### config.mk
export PLATFORM = sky130hd
export DESIGN_NAME = greenhouse_sensors
export DESIGN_NICKNAME = d
export VERILOG_FILES = /design/src/verilog/i2c_pkg.sv /design/src/verilog/sensor_pkg.sv /design/src/verilog/i2c_xfer_if.sv /design/src/verilog/greenhouse_sensors.sv /design/src/verilog/reading_bank.sv /design/src/verilog/sensor_poller.sv /design/src/verilog/i2c_master.sv
export VERILOG_INCLUDE_DIRS = /design/src /design/src/verilog
export SDC_FILE = /design/constraint.sdc
export NUM_CORES = 1
export LEC_CHECK = 0
export BUFFER_PORTS_ARGS = -buffer_cell sky130_fd_sc_hd__buf_2
export CORE_MARGIN = 5
export CORE_UTILIZATION = 54
export DETAILED_ROUTE_END_ITERATION = 6
export PLACE_DENSITY = 0.85
export SYNTH_ARGS = -nofsm -noshare
export SYNTH_HDL_FRONTEND = slang
export SYNTH_SLANG_ARGS = --single-unit
### constraint.sdc
create_clock -name clk -period 34.8 [get_ports clk]
set_input_delay 6.96 -clock clk [delete_from_list [all_inputs] [get_ports clk]]
set_output_delay 6.96 -clock clk [all_outputs]
set_load 0.05 [all_outputs]
### src/verilog/greenhouse_settings.svh
`ifndef GREENHOUSE_SETTINGS_SVH
`define GREENHOUSE_SETTINGS_SVH

// Bus pacing
`define SCL_HALF 4 // System clocks per SCL half period
`define POLL_GAP 16 // Idle clocks between sweeps

// Temperature sensors
`define SOLAR_ADDR 7'h48
`define GREENHOUSE_ADDR 7'h49
`define AMBIENT_ADDR 7'h4a
`define GEOTHERMAL_ADDR 7'h4b

// Light sensors
`define NORTH_ADDR 7'h44
`define EAST_ADDR 7'h45
`define SOUTH_ADDR 7'h46
`define WEST_ADDR 7'h47

`endif
### src/verilog/i2c_pkg.sv
package i2c_pkg;

	// Bus phases of one two-byte read
	typedef enum logic [3:0] {
		I2C_IDLE,
		I2C_START,
		I2C_ADDR,
		I2C_ADDR_ACK,
		I2C_READ_HI,
		I2C_ACK_HI,
		I2C_READ_LO,
		I2C_NACK_LO,
		I2C_STOP
	} i2c_phase_t;

	typedef logic [15:0] i2c_word_t; // MSB byte arrives first

endpackage

### src/verilog/sensor_pkg.sv
package sensor_pkg;

	// Sweep order, temperatures first
	typedef enum logic [2:0] {
		SENSOR_SOLAR,
		SENSOR_GREENHOUSE,
		SENSOR_AMBIENT,
		SENSOR_GEOTHERMAL,
		SENSOR_NORTH,
		SENSOR_EAST,
		SENSOR_SOUTH,
		SENSOR_WEST
	} sensor_id_t;

	typedef logic signed [8:0] temp_t; // Half degree steps
	typedef logic [15:0] lux_t;
	typedef logic [6:0] i2c_addr_t;

	localparam int NUM_TEMP = 4;
	localparam int NUM_LUX = 4;

	typedef enum logic {CLASS_TEMP, CLASS_LUX} sensor_class_t;

	function automatic sensor_class_t class_of(input sensor_id_t id);
		return id[2] ? CLASS_LUX : CLASS_TEMP; // Upper half of the sweep is light
	endfunction

endpackage

### src/verilog/i2c_xfer_if.sv
`timescale 1ns/1ns

interface i2c_xfer_if
	import sensor_pkg::*;
	import i2c_pkg::*;
();

	logic req_valid;
	logic req_ready; // High only while the engine is idle
	i2c_addr_t req_addr;
	logic rsp_valid; // Single cycle pulse
	i2c_word_t rsp_word;
	logic rsp_nack; // Address was not acknowledged

	modport requester (output req_valid, output req_addr, input req_ready,
		input rsp_valid, input rsp_word, input rsp_nack);

	modport engine (input req_valid, input req_addr, output req_ready,
		output rsp_valid, output rsp_word, output rsp_nack);

endinterface

### src/verilog/greenhouse_sensors.sv
`timescale 1ns/1ns

module greenhouse_sensors
	import sensor_pkg::*;
(
	input logic clk,
	input logic rst,
	output logic scl,
	output logic sda_oe,
	input logic sda_in,
	output temp_t [NUM_TEMP-1:0] temp_c,
	output logic [NUM_TEMP-1:0] temp_valid,
	output lux_t [NUM_LUX-1:0] lux,
	output logic [NUM_LUX-1:0] lux_valid,
	output logic [7:0] fault,
	output logic sweep_done
);

i2c_xfer_if xfer ();

logic temp_wr_en;
logic lux_wr_en;
logic [1:0] wr_idx; // Shared by both banks
temp_t temp_wr_data;
lux_t lux_wr_data;

i2c_master u_master (
	.clk(clk),
	.rst(rst),
	.bus(xfer.engine),
	.scl(scl),
	.sda_oe(sda_oe),
	.sda_in(sda_in)
);

sensor_poller u_poller (
	.clk(clk),
	.rst(rst),
	.bus(xfer.requester),
	.temp_wr_en(temp_wr_en),
	.lux_wr_en(lux_wr_en),
	.wr_idx(wr_idx),
	.temp_wr_data(temp_wr_data),
	.lux_wr_data(lux_wr_data),
	.fault(fault),
	.sweep_done(sweep_done)
);

reading_bank #(.reading_t(temp_t), .DEPTH(NUM_TEMP)) u_temp_bank (
	.clk(clk),
	.rst(rst),
	.wr_en(temp_wr_en),
	.wr_idx(wr_idx),
	.wr_data(temp_wr_data),
	.values(temp_c),
	.valid(temp_valid)
);

reading_bank #(.reading_t(lux_t), .DEPTH(NUM_LUX)) u_lux_bank (
	.clk(clk),
	.rst(rst),
	.wr_en(lux_wr_en),
	.wr_idx(wr_idx),
	.wr_data(lux_wr_data),
	.values(lux),
	.valid(lux_valid)
);

endmodule

### src/verilog/reading_bank.sv
`timescale 1ns/1ns

module reading_bank
	import sensor_pkg::*;
#(
	parameter type reading_t = lux_t,
	parameter int DEPTH = NUM_LUX
) (
	input logic clk,
	input logic rst,
	input logic wr_en,
	input logic [$clog2(DEPTH)-1:0] wr_idx,
	input reading_t wr_data,
	output reading_t [DEPTH-1:0] values,
	output logic [DEPTH-1:0] valid
);

always_ff @(posedge clk)
begin
	if (rst)
	begin
		values <= '0;
		valid <= '0;
	end
	else if (wr_en)
	begin
		values[wr_idx] <= wr_data;
		valid[wr_idx] <= 1'b1; // Sticky until reset
	end
end

endmodule

### src/verilog/sensor_poller.sv
`timescale 1ns/1ns
`include "greenhouse_settings.svh"

module sensor_poller
	import sensor_pkg::*;
	import i2c_pkg::*;
(
	input logic clk,
	input logic rst,
	i2c_xfer_if.requester bus,
	output logic temp_wr_en,
	output logic lux_wr_en,
	output logic [1:0] wr_idx,
	output temp_t temp_wr_data,
	output lux_t lux_wr_data,
	output logic [7:0] fault,
	output logic sweep_done
);

localparam int GAP_W = $clog2(`POLL_GAP + 1);
localparam logic [GAP_W-1:0] GAP_LOAD = GAP_W'(`POLL_GAP - 1);

sensor_id_t cur;
logic [GAP_W-1:0] gap_cnt;
logic in_gap;
logic req_valid;
i2c_addr_t addr;
i2c_word_t word;
logic rsp_ok;
logic [26:0] lux_shifted; // 12 bit mantissa shifted up to 15
logic [26:0] lux_scaled;

always_comb
begin
	case (cur)
	SENSOR_SOLAR: addr = `SOLAR_ADDR;
	SENSOR_GREENHOUSE: addr = `GREENHOUSE_ADDR;
	SENSOR_AMBIENT: addr = `AMBIENT_ADDR;
	SENSOR_GEOTHERMAL: addr = `GEOTHERMAL_ADDR;
	SENSOR_NORTH: addr = `NORTH_ADDR;
	SENSOR_EAST: addr = `EAST_ADDR;
	SENSOR_SOUTH: addr = `SOUTH_ADDR;
	default: addr = `WEST_ADDR;
	endcase
end

assign bus.req_valid = req_valid;
assign bus.req_addr = addr;
assign word = bus.rsp_word;

// Word to reading conversion
assign temp_wr_data = temp_t'(word[15:7]);
assign lux_shifted = {15'd0, word[11:0]} << word[15:12];
assign lux_scaled = lux_shifted / 27'd100;
assign lux_wr_data = (lux_scaled > 27'd65535) ? 16'hffff : lux_scaled[15:0]; // Saturate

assign rsp_ok = bus.rsp_valid && !bus.rsp_nack;
assign temp_wr_en = rsp_ok && (class_of(cur) == CLASS_TEMP);
assign lux_wr_en = rsp_ok && (class_of(cur) == CLASS_LUX);
assign wr_idx = cur[1:0]; // Position within its class

always_ff @(posedge clk)
begin
	if (rst)
	begin
		cur <= SENSOR_SOLAR;
		gap_cnt <= GAP_LOAD;
		in_gap <= 1'b1;
		req_valid <= 1'b0;
		fault <= '0;
		sweep_done <= 1'b0;
	end
	else
	begin
		sweep_done <= 1'b0;
		if (in_gap)
		begin
			if (gap_cnt == '0)
			begin
				in_gap <= 1'b0;
				req_valid <= 1'b1;
			end
			else
				gap_cnt <= gap_cnt - 1'b1;
		end
		if (req_valid && bus.req_ready)
			req_valid <= 1'b0;
		if (bus.rsp_valid)
		begin
			fault[cur] <= bus.rsp_nack; // A good read clears the bit
			cur <= sensor_id_t'(cur + 3'd1);
			if (cur == SENSOR_WEST)
			begin
				sweep_done <= 1'b1;
				in_gap <= 1'b1;
				gap_cnt <= GAP_LOAD;
			end
			else
				req_valid <= 1'b1;
		end
	end
end

endmodule

### src/verilog/i2c_master.sv
`timescale 1ns/1ns
`include "greenhouse_settings.svh"

module i2c_master
	import i2c_pkg::*;
(
	input logic clk,
	input logic rst,
	i2c_xfer_if.engine bus,
	output logic scl,
	output logic sda_oe,
	input logic sda_in
);

// Each bit spans one SCL period split into ticks of the divider count
localparam int HALF = `SCL_HALF;
localparam int CNT_W = $clog2(2 * HALF);
localparam logic [CNT_W-1:0] T_DRIVE = CNT_W'(HALF / 2); // Middle of SCL low
localparam logic [CNT_W-1:0] T_RISE = CNT_W'(HALF);
localparam logic [CNT_W-1:0] T_SAMPLE = CNT_W'(HALF + HALF / 2); // Middle of SCL high
localparam logic [CNT_W-1:0] T_LAST = CNT_W'(2 * HALF - 1);

i2c_phase_t phase;
logic [CNT_W-1:0] cnt;
logic [2:0] bit_cnt;
logic [7:0] tx_byte;
i2c_word_t rx_word;
logic nack;
logic rsp_pend;
logic done;
logic bit_end;

assign bit_end = (cnt == T_LAST);
assign bus.req_ready = (phase == I2C_IDLE) && !rsp_pend;
assign bus.rsp_valid = done;
assign bus.rsp_word = rx_word;
assign bus.rsp_nack = nack;

always_ff @(posedge clk)
begin
	if (rst)
	begin
		phase <= I2C_IDLE;
		cnt <= '0;
		bit_cnt <= '0;
		scl <= 1'b1;
		sda_oe <= 1'b0;
		nack <= 1'b0;
		rsp_pend <= 1'b0;
		done <= 1'b0;
	end
	else
	begin
		done <= rsp_pend; // One cycle after the stop condition
		rsp_pend <= 1'b0;
		if (phase == I2C_IDLE)
			cnt <= '0;
		else if (bit_end)
			cnt <= '0;
		else
			cnt <= cnt + 1'b1;

		// Start keeps SCL high, every other phase clocks one bit
		if (phase != I2C_IDLE && phase != I2C_START)
		begin
			if (cnt == '0)
				scl <= 1'b0;
			else if (cnt == T_RISE)
				scl <= 1'b1;
		end

		case (phase)
		I2C_IDLE:
			if (bus.req_valid && bus.req_ready)
			begin
				tx_byte <= {bus.req_addr, 1'b1}; // Read bit
				phase <= I2C_START;
			end
		I2C_START:
			if (cnt == T_RISE)
				sda_oe <= 1'b1; // SDA falls under high SCL
			else if (bit_end)
				phase <= I2C_ADDR;
		I2C_ADDR:
			if (cnt == T_DRIVE)
				sda_oe <= ~tx_byte[7];
			else if (bit_end)
			begin
				tx_byte <= {tx_byte[6:0], 1'b0};
				bit_cnt <= bit_cnt + 1'b1; // Wraps back to zero after the byte
				if (bit_cnt == 3'd7)
					phase <= I2C_ADDR_ACK;
			end
		I2C_ADDR_ACK:
			if (cnt == T_DRIVE)
				sda_oe <= 1'b0;
			else if (cnt == T_SAMPLE)
				nack <= sda_in;
			else if (bit_end)
				phase <= nack ? I2C_STOP : I2C_READ_HI; // Skip both data bytes
		I2C_READ_HI, I2C_READ_LO:
			if (cnt == T_DRIVE)
				sda_oe <= 1'b0;
			else if (cnt == T_SAMPLE)
				rx_word <= {rx_word[14:0], sda_in};
			else if (bit_end)
			begin
				bit_cnt <= bit_cnt + 1'b1;
				if (bit_cnt == 3'd7)
					phase <= (phase == I2C_READ_HI) ? I2C_ACK_HI : I2C_NACK_LO;
			end
		I2C_ACK_HI:
			if (cnt == T_DRIVE)
				sda_oe <= 1'b1; // Ask for the low byte
			else if (bit_end)
				phase <= I2C_READ_LO;
		I2C_NACK_LO:
			if (cnt == T_DRIVE)
				sda_oe <= 1'b0;
			else if (bit_end)
				phase <= I2C_STOP;
		I2C_STOP:
			if (cnt == T_DRIVE)
				sda_oe <= 1'b1;
			else if (bit_end)
			begin
				sda_oe <= 1'b0; // SDA rises under high SCL
				phase <= I2C_IDLE;
				rsp_pend <= 1'b1;
			end
		default:
			phase <= I2C_IDLE;
		endcase
	end
end

endmodule

# Yosys cells after proc, flatten, opt, wreduce, memory -nomap -nowiden
# Index checks and enable logic that the tools add are counted.
totals:
  register_bits: 166
  out_inout_bits: 119
  elab_cells: 189
op_classes:
  add_sub_neg: 4
  div: 1
  n_lt_le_gt_ge: 5
  eq_ne: 45
  shift: 1
  mux: 68
  bitwise_logic: 8
  reduce_logical: 31
ops:
  columns: ["op", "n"]
  rows:
  - ["4-bit two-way mux", 20]
  - ["64-bit bitwise mux", 1]
  - ["36-bit bitwise mux", 1]
  - ["16-bit demux with 2-bit select", 1]
  - ["16-bit two-way mux", 2]
  - ["4-bit one-hot mux with 8 select lines", 1]
  - ["4-bit one-hot mux with 7 select lines", 1]
  - ["27-bit by 7-bit divider with 27-bit output (second input constant)", 1]
  - ["27-bit by 16-bit greater-than comparator with 1-bit output (second input constant)", 1]
  - ["12-bit by 4-bit << shifter with 27-bit output", 1]
  - ["2-bit by 1-bit != test with 1-bit output (second input constant)", 13]
  - ["3-bit equality test (second input constant)", 8]
  - ["8-bit two-way mux", 3]
  - ["1-bit two-way mux", 21]
  - ["5-bit two-way mux", 4]
  - ["2-bit != test (second input constant)", 10]
  - ["19-bit AND reduction", 1]
  - ["9-bit demux with 2-bit select", 1]
  - ["4-bit by 3-bit equality test with 1-bit output (second input constant)", 4]
  - ["8-bit one-hot mux with 2 select lines", 1]
  - ["3-bit two-way mux", 4]
  - ["3-bit by 1-bit adder with 3-bit output (second input constant)", 3]
  - ["3-bit by 2-bit equality test with 1-bit output (second input constant)", 3]
  - ["9-bit two-way mux", 1]
  - ["other kinds (35)", 56]

# Logic depth before layout (Yosys ltp)
# Gate-level depths: netlist (run 1).
depth:
  ltp_word: 7
  depth_mapped: 52

# By module
# Synthesis (run 1) repeated with hierarchy kept, for this count alone.
hier_totals:
  cells_unflattened: 1479
  area_unflattened_um2: 12627.1
modules_own_cells:
  columns: ["mod", "n_inst", "cells_each", "area_each_um2"]
  rows:
  - ["sensor_poller", 1, 948, 6598.8]
  - ["reading_bank at u_lux_bank", 1, 243, 2672.6]
  - ["i2c_master", 1, 145, 1793.0]
  - ["reading_bank at u_temp_bank", 1, 143, 1562.7]

# Worst setup path after synthesis (run 1)
# Ideal clock, no wire load.
synth_timing:
  kind: "register to register"
  start: "reg u_master.rx_word[13] (netlist: u_master.bus.rsp_word[13])"
  end: "reg u_lux_bank.values[16] (netlist bit)"
  t_arrival_ns: 11.544
  t_required_ns: 34.675
  setup_slack_ns: 23.131
  path_stages_with_launch: 48
  n_path_buf: 4
  period_less_slack_ns: 11.669
  path_cell_list: "edfxtp_1 > buf_6 > mux2_4 > or4_1 > a31o_2 > o31ai_2 > a211oi_1 > o21ai_1 > mux2i_1 > buf_4 > nand2_1 > mux2i_1 > o21ai_2 > a2111oi_4 > a211oi_1 > o21ai_2 > nand4_2 > a221oi_4 > [12 not listed] > xor2_2 > a22oi_1 > a311oi_1 > nand3_1 > and3_1 > buf_4 > o31a_1 > o211ai_4 > nor3b_2 > nor2_2 > a211oi_4 > o21a_1 > o21ai_1 > mux2i_1 > a31o_1 > nor4_1 > o21ba_4 > o41a_1"
synth_between:
  elab_chain_cells: 5
synth_rtl:
  columns: ["element", "line", "text"]
  rows:
  - ["from (decl)", "i2c_master.sv:27", "i2c_word_t rx_word;"]
  - ["from (signal assigned)", "i2c_master.sv:105", "rx_word <= {rx_word[14:0], sda_in};"]
  - ["12-bit by 4-bit << shifter with 27-bit output (*)", "sensor_poller.sv:53", "assign lux_shifted = {15'd0, word[11:0]} << word[15:12];"]
  - ["27-bit by 7-bit divider with 27-bit output (*)", "sensor_poller.sv:54", "assign lux_scaled = lux_shifted / 27'd100;"]
  - ["27-bit by 16-bit greater-than comparator with 1-bit output", "sensor_poller.sv:55", "assign lux_wr_data = (lux_scaled > 27'd65535) ? 16'hffff : lux_scaled[15:0];"]
  - ["16-bit two-way mux (*)", "sensor_poller.sv:55", null]
  - ["64-bit bitwise mux (*)", "reading_bank.sv:27", "values[wr_idx] <= wr_data;"]
  - ["to (signal, indexed assignment)", "reading_bank.sv:27", null]
  - ["to (decl)", "reading_bank.sv:14", "output reading_t [DEPTH-1:0] values,"]
# Every way passes the cells marked *; elsewhere a longest branch is shown, timed or not.
# A chain may end at the register's enable or synchronous reset.

# Final worst setup path (run 1)
# Ends and elaborated chain as after synthesis.

==> results.cfg, run 1 <==
[sta]
fin_tns_setup_ns = 0
slew_viol_final = 0
setup_viol = 0
max_slew.worst_pin.slew_ns = 1.22
rsz0062_at_grt = no
relSlewSlack_pct = 18.8
fin_skew_ns = 0.0166
layout_min_cycle_time_ns = 14.82
fmax_mhz = 67.5
period_share_pct = 42.6
final-hold-violation-count = 0

[die]
row_count = 54
die_w_microns = 159
die_area_sq_um = 25200
ios = 122
core-area_sq_um = 21800
die-height_microns = 159
start_util_pct = 54.8

[pwr]
powerDensity_nw_per_um2 = 29.6
peakVddDrop_mv = 0.0317
p_leak_nw = 4.90

[critical_path]
crit_arrival_ns = 15.14
path_common_cell = mux2i_1
worst_setup_path_start_kind = flop
crit_slowest_cell = edfxtp_1
critPathRequiredTime_ns = 35.11
end_kind = flop
rr_startpoint = u_master.bus.rsp_word[13]
cp_max_fo = 19
r2r_cells = 44
timing.rr.end = u_lux_bank.values[16]
r2r_slack_ns = 19.98
crit_type = flop to flop
slowest_delay_ns = 0.82

[global_route]
grt_pass1_vias = 11400
grt_pass1_wl_mm = 56.7
grt_max_degree = 78
antenna_found_initial = 0
grt-ovfl-total = 0
track_usage_pct = 25.6

[worst_hold_path]
min_from = u_poller.gap_cnt[4]
min_path_type = flop to flop
min_to = u_poller.gap_cnt[4]
hold_depth = 1

[synth]
ys.flop_type = dfxtp_1
yosysTopAreaCell = dfxtp_1
synth-async-reset-ratio_pct = 0
synth_nets = 1521
seq_area_frac_synth_pct = 29.8
synth-edff-count = 24
synth_cell_types = 124
synth_top_area_share_pct = 23.8
ys_ff_latch = 166
syn_avg_cell_area_sq_um = 7.94
netlist_area_sq_um = 12000
syn_inst = 1505
ys_warn_count = 0
synth.top_cells.by_area = dfxtp_1 (24%), nor2_1 (6.3%), edfxtp_1 (6.0%)

[final_layout]
antenna_cells = 0
final_design_area_no_fill_sq_um = 13200
multi_input_area_sq_um = 7870
n_fill_cell = 1860
syn_to_final_growth_pct = 10.2
finalNetCount = 1582
regArea_sq_um = 3560
drive_above_1_share_pct = 17.3

[place]
io_buffer_count = 121
hpwl_mm = 24.2
dpl_cell_area_sq_um = 12500
gp_congestion = 0.942

[job]
maxCapViolations = 0

[clocking]
clk_pin_slew_ns = 0.07
clk_latency_ns = 0.44
clock_path_buffers = 2
cts_buffers = 17
cts.sinks = 166
cts-root-buf = clkbuf_16
cts_resized = 0
cts_hold_buf = 0
cts_setup_buffers = 0
cts_tree = done
cts_max_level = 4

[drt]
via_per_inst = 6.58
wl_mm = 34.0
drc_errors = 0
vias = 12200
first_iter_violations = 1209
drt_first_pass_iters = 6
ant_nets = 0
wl_per_cell_microns = 18.3

[status]
status = finished clean
through the flow:
stage / instances / util, % / setup slack, ns / hold WS [ns] / power (mW)
floorplan: 1505 / - / 23.13 / 0.428 / 0.202
global placement: 1827 / 57.5 / 20.80 / 0.436 / 0.202
detailed placement: 1827 / 57.5 / 20.41 / 0.440 / 0.202
CTS: 1859 / 60.4 / 20.29 / 0.450 / 0.392
global route: 1859 / 60.4 / 18.99 / 0.459 / 0.402
finish: 1859 / 60.4 / 19.98 / 0.448 / 0.390
synth_stat cells (13+ instances only):
library cell	number
buf_4	13
inv_1	18
dfxtp_1	142
clkbuf_1	54
nand3_1	38
nor4_1	15
o21ai_0	38
a21o_1	14
o21ai_1	17
mux2i_1	39
ha_1	13
nor3_1	53
a31oi_1	25
and2_1	24
a21oi_1	108
nand2_1	187
and3_1	15
edfxtp_1	24
xnor2_1	14
a211oi_1	89
nor2_1	201
o21a_1	13
worst max path at each step:
stage	depth (start not counted)	from	to	slack [ns]
CTS	44	u_master.bus.rsp_word[13]	u_lux_bank.values[16]	20.29
detailed placement	44	u_master.bus.rsp_word[13]	u_lux_bank.values[16]	20.41
floorplan	47	u_master.bus.rsp_word[13]	u_lux_bank.values[16]	23.13
finish	44	u_master.bus.rsp_word[13]	u_lux_bank.values[16]	19.98
global route	44	u_master.bus.rsp_word[13]	u_lux_bank.values[16]	18.99
global placement	44	u_master.bus.rsp_word[13]	u_lux_bank.values[32]	20.80
where the power goes:
part           internal (mW)  total, mW  switching [mW]
sequential             0.194      0.194        0.000211
combinational       0.000637    0.00361         0.00297
clock                 0.0992      0.192          0.0931
metal layers:
metal	vias to the layer above	share of wire, %	global-route usage [%]
met4	0	2.5	8.64
li1	5835	-	-
met5	-	0	0
met2	579	47	41.6
met1	5760	42	34.1
met3	66	8.2	5.18
state kept, by name (all words and copies together), names as in the netlist, 4 cells and up:
signal	count
u_master.tx_byte	8
u_poller.fault	8
u_lux_bank.valid	4
u_master.phase	4
u_master.bus.rsp_word	16
u_poller.gap_cnt	5
u_lux_bank.values	64
u_temp_bank.values	36
u_temp_bank.valid	4
cells by family after synthesis:
| group | count (synthesis) | share of synthesized area (%) |
|---|---|---|
| fa+ha+maj | 15 | 1.53 |
| buf+inv | 110 | 4.42 |
| simple gates | 620 | 24.3 |
| mux | 60 | 5.43 |
| compound gates | 515 | 33.0 |
| flops | 166 | 29.8 |
| xor+xnor | 19 | 1.46 |
final cells by class:
cell class                 count  area share, %
clock inverter                15           1.50
clock buffer                  17           3.23
tap                          280           2.66
timing repair buffer         133           5.30
multi-input combinational   1229           59.7
inverter                      19          0.541
sequential                   166           27.1
critical path, delay by kind of cell, from the launching register on:
kind	cells	cell delay (ns)
AO/OA/AOI/OAI	27	8.55
XOR/XNOR	1	0.33
buffers and inverters	1	0.36
flip-flops	1	0.82
multiplexers	7	2.99
AND/OR/NAND/NOR	8	1.63
placed cells by master, fill, tap and decap left out, types with 14 or more instances in the layout:
cell,netlist,layout
a211oi_1,89,89
a21o_1,14,14
a21oi_1,108,108
a31oi_1,25,25
and2_1,24,24
and3_1,15,15
buf_2,11,120
clkbuf_16,0,17
dfxtp_1,142,142
edfxtp_1,24,24
inv_1,18,18
mux2i_1,39,39
nand2_1,187,187
nand3_1,38,38
nor2_1,201,201
nor3_1,53,53
nor4_1,15,15
o21ai_0,38,38
o21ai_1,17,17
xnor2_1,14,14
No activity file was read; power rests on OpenSTA's default activity.
==> run 2: changes to the inputs <==
- PLACE_DENSITY: 0.85 -> 0.88
- clock period: 34.8 -> 13.6 ns (I/O delays scaled with it)
==> run 2 against run 1 <==
Compared with the run above: wire length grew 7.9%; setup slack got worse by 20 ns; final area increased by 4.3%; critical path depth fell by 1; non-clock buffer count grew 44; sequential power rose to 2.6 times the previous value; sequential share of layout area decreased by 1.1 points.
==> results.cfg, run 2 (synthesized netlist as in run 1, its figures left out) <==
[status]
status = finished clean

[final_layout]
drive_above_1_share_pct = 21.7
antenna_cells = 0
syn_to_final_growth_pct = 14.9
final_cell_mix = nor2_1 (201), nand2_1 (187), dfxtp_1 (142)
final_common_cell = nor2_1
largest_register_ffs = 64
n_fill_cell = 1718
finalNetCount = 1626
regMostFlops = u_lux_bank.values

[drt]
wl_per_cell_microns = 19.3
ant_nets = 0
via_per_inst = 6.76
first_iter_violations = 1369
drc_errors = 0
vias = 12900
drt_first_pass_iters = 6
wl_mm = 36.7

[sta]
fmax_mhz = 75.7
slew_viol_final = 0
layout_min_cycle_time_ns = 13.20
final-hold-violation-count = 0
holdWs_ns = 0.461
max_slew.worst_pin.slew_ns = 1.23
timing.final.ws_setup_ns = 0.397
relSlewSlack_pct = 18.2
setup_viol = 0
period_share_pct = 97.1
fin_skew_ns = 0.0168

[critical_path]
critPathRequiredTime_ns = 13.91
slowest_delay_ns = 0.53
crit_cells = 43
critPathLaunch = u_master.bus.rsp_word[13]
path_buf_inv = 1
end_kind = flop
path_common_cell = a211oi_1
worst_setup_path_start_kind = flop
crit_arrival_ns = 13.51
crit_type = flop to flop
r2r_cells = 43
cp-endpoint = u_lux_bank.values[32]
crit_slowest_cell = nor4_1
critPathTopFamily = compound AO/OA/AOI/OAI gates
cp_max_fo = 18
timing.rr.end = u_lux_bank.values[32]
r2r_slack_ns = 0.40
rr_startpoint = u_master.bus.rsp_word[13]

[pwr]
powerDensity_nw_per_um2 = 72.8
p_leak_nw = 5.13
peakVddDrop_mv = 0.0926

[global_route]
grt-ovfl-total = 0
grt_pass1_vias = 11800
antenna_found_initial = 0
track_usage_pct = 26.4
grt_max_degree = 78
grt_pass1_wl_mm = 58.6

[clocking]
clock_path_buffers = 2
cts.sinks = 166
cts_buffers = 17
clk_pin_slew_ns = 0.08
cts-root-buf = clkbuf_16
cts_max_level = 4
clk_latency_ns = 0.44
cts_tree = done

[die]
start_util_pct = 54.8
die_area_sq_um = 25200
die-height_microns = 159
ios = 122
die_w_microns = 159
row_count = 54
core-area_sq_um = 21800

[place]
io_buffer_count = 121
gp_congestion = 1.01
post-place-ws_ns = -0.0208
hpwl_mm = 25.1

[job]
maxCapViolations = 0

[worst_hold_path]
min_from = u_temp_bank.values[15]
min_path_type = flop to flop
hold_depth = 2
run 2: cell types whose count changed in the layout (fill, tap and decap cells not counted), moves of 4 or more:
| cell | previous run | this run |
|---|---|---|
| nor4_1 | 15 | 10 |
| o31ai_1 | 10 | 6 |
| buf_4 | 13 | 57 |
| nor4_2 | 1 | 6 |
| mux2i_1 | 39 | 34 |
run 2: layout make-up:
class	instances	area, sq um	area share [%]
well taps	280	350	2.55
multi-input cells	1229	8100	59.0
clock inverters	15	195	1.42
clock buffers	17	425	3.10
repair buffers	177	1030	7.49
inverters	19	75.1	0.546
flip-flops and latches	166	3560	25.9
run 2: metrics by stage:
stage | area, sq um | setup TNS (ns) | util, % | instances | power, mW
after global routing | 13700 | -0.585 | 62.9 | 1903 | 1.02
final | 13700 | 0 | 62.9 | 1903 | 1.00
after global placement | 12700 | 0 | 58.2 | 1848 | 0.517
after detailed placement | 12700 | -0.0330 | 58.2 | 1848 | 0.517
after floorplan | 12000 | 0 | - | 1505 | 0.516
after CTS | 13300 | 0 | 61.1 | 1880 | 1.00
run 2: worst min-delay path by stage:
stage | slack [ns] | endpoint
after floorplan | 0.43 | u_master.bus.rsp_word[13]
after global placement | 0.44 | u_poller.gap_cnt[4]
after detailed placement | 0.44 | u_poller.gap_cnt[4]
after CTS | 0.46 | u_poller.gap_cnt[4]
after global routing | 0.47 | u_poller.gap_cnt[4]
final | 0.46 | u_temp_bank.values[15]
run 2: worst register-to-register path: cells and delay by family (launching register included):
kind	cells	cell delay, ns
AND/OR/NAND/NOR	9	2.69
AO/OA/AOI/OAI	28	7.93
flip-flops	1	0.44
multiplexers	4	1.27
XOR/XNOR	1	0.48
buffers and inverters	1	0.28
run 2: repair_timing:
action / 4_1_cts / 5_1_grt
buffers inserted: 0 / 23
endpoints found under the setup margin: 4 / 16
pin swaps: 0 / 4
resized for setup: 1 / 43
hold buffers: 0 / 0
run 2: report_power, final:
group | switching [mW] | total [mW] | internal, mW
Clock | 0.242 | 0.494 | 0.252
Combinational | 0.00751 | 0.00916 | 0.00165
Sequential | 0.000480 | 0.497 | 0.496
Total | 0.250 | 1.00 | 0.750
run 2: per-layer routing:
layer  vias to the layer above  GRT usage (%)  routed length [microns]
met3                       128           5.81                     3480
met4                         0           8.10                     1160
li1                       5913              -                        -
met5                         -              0                        0
met2                       780           44.1                    17600
met1                      6045           34.2                    14500
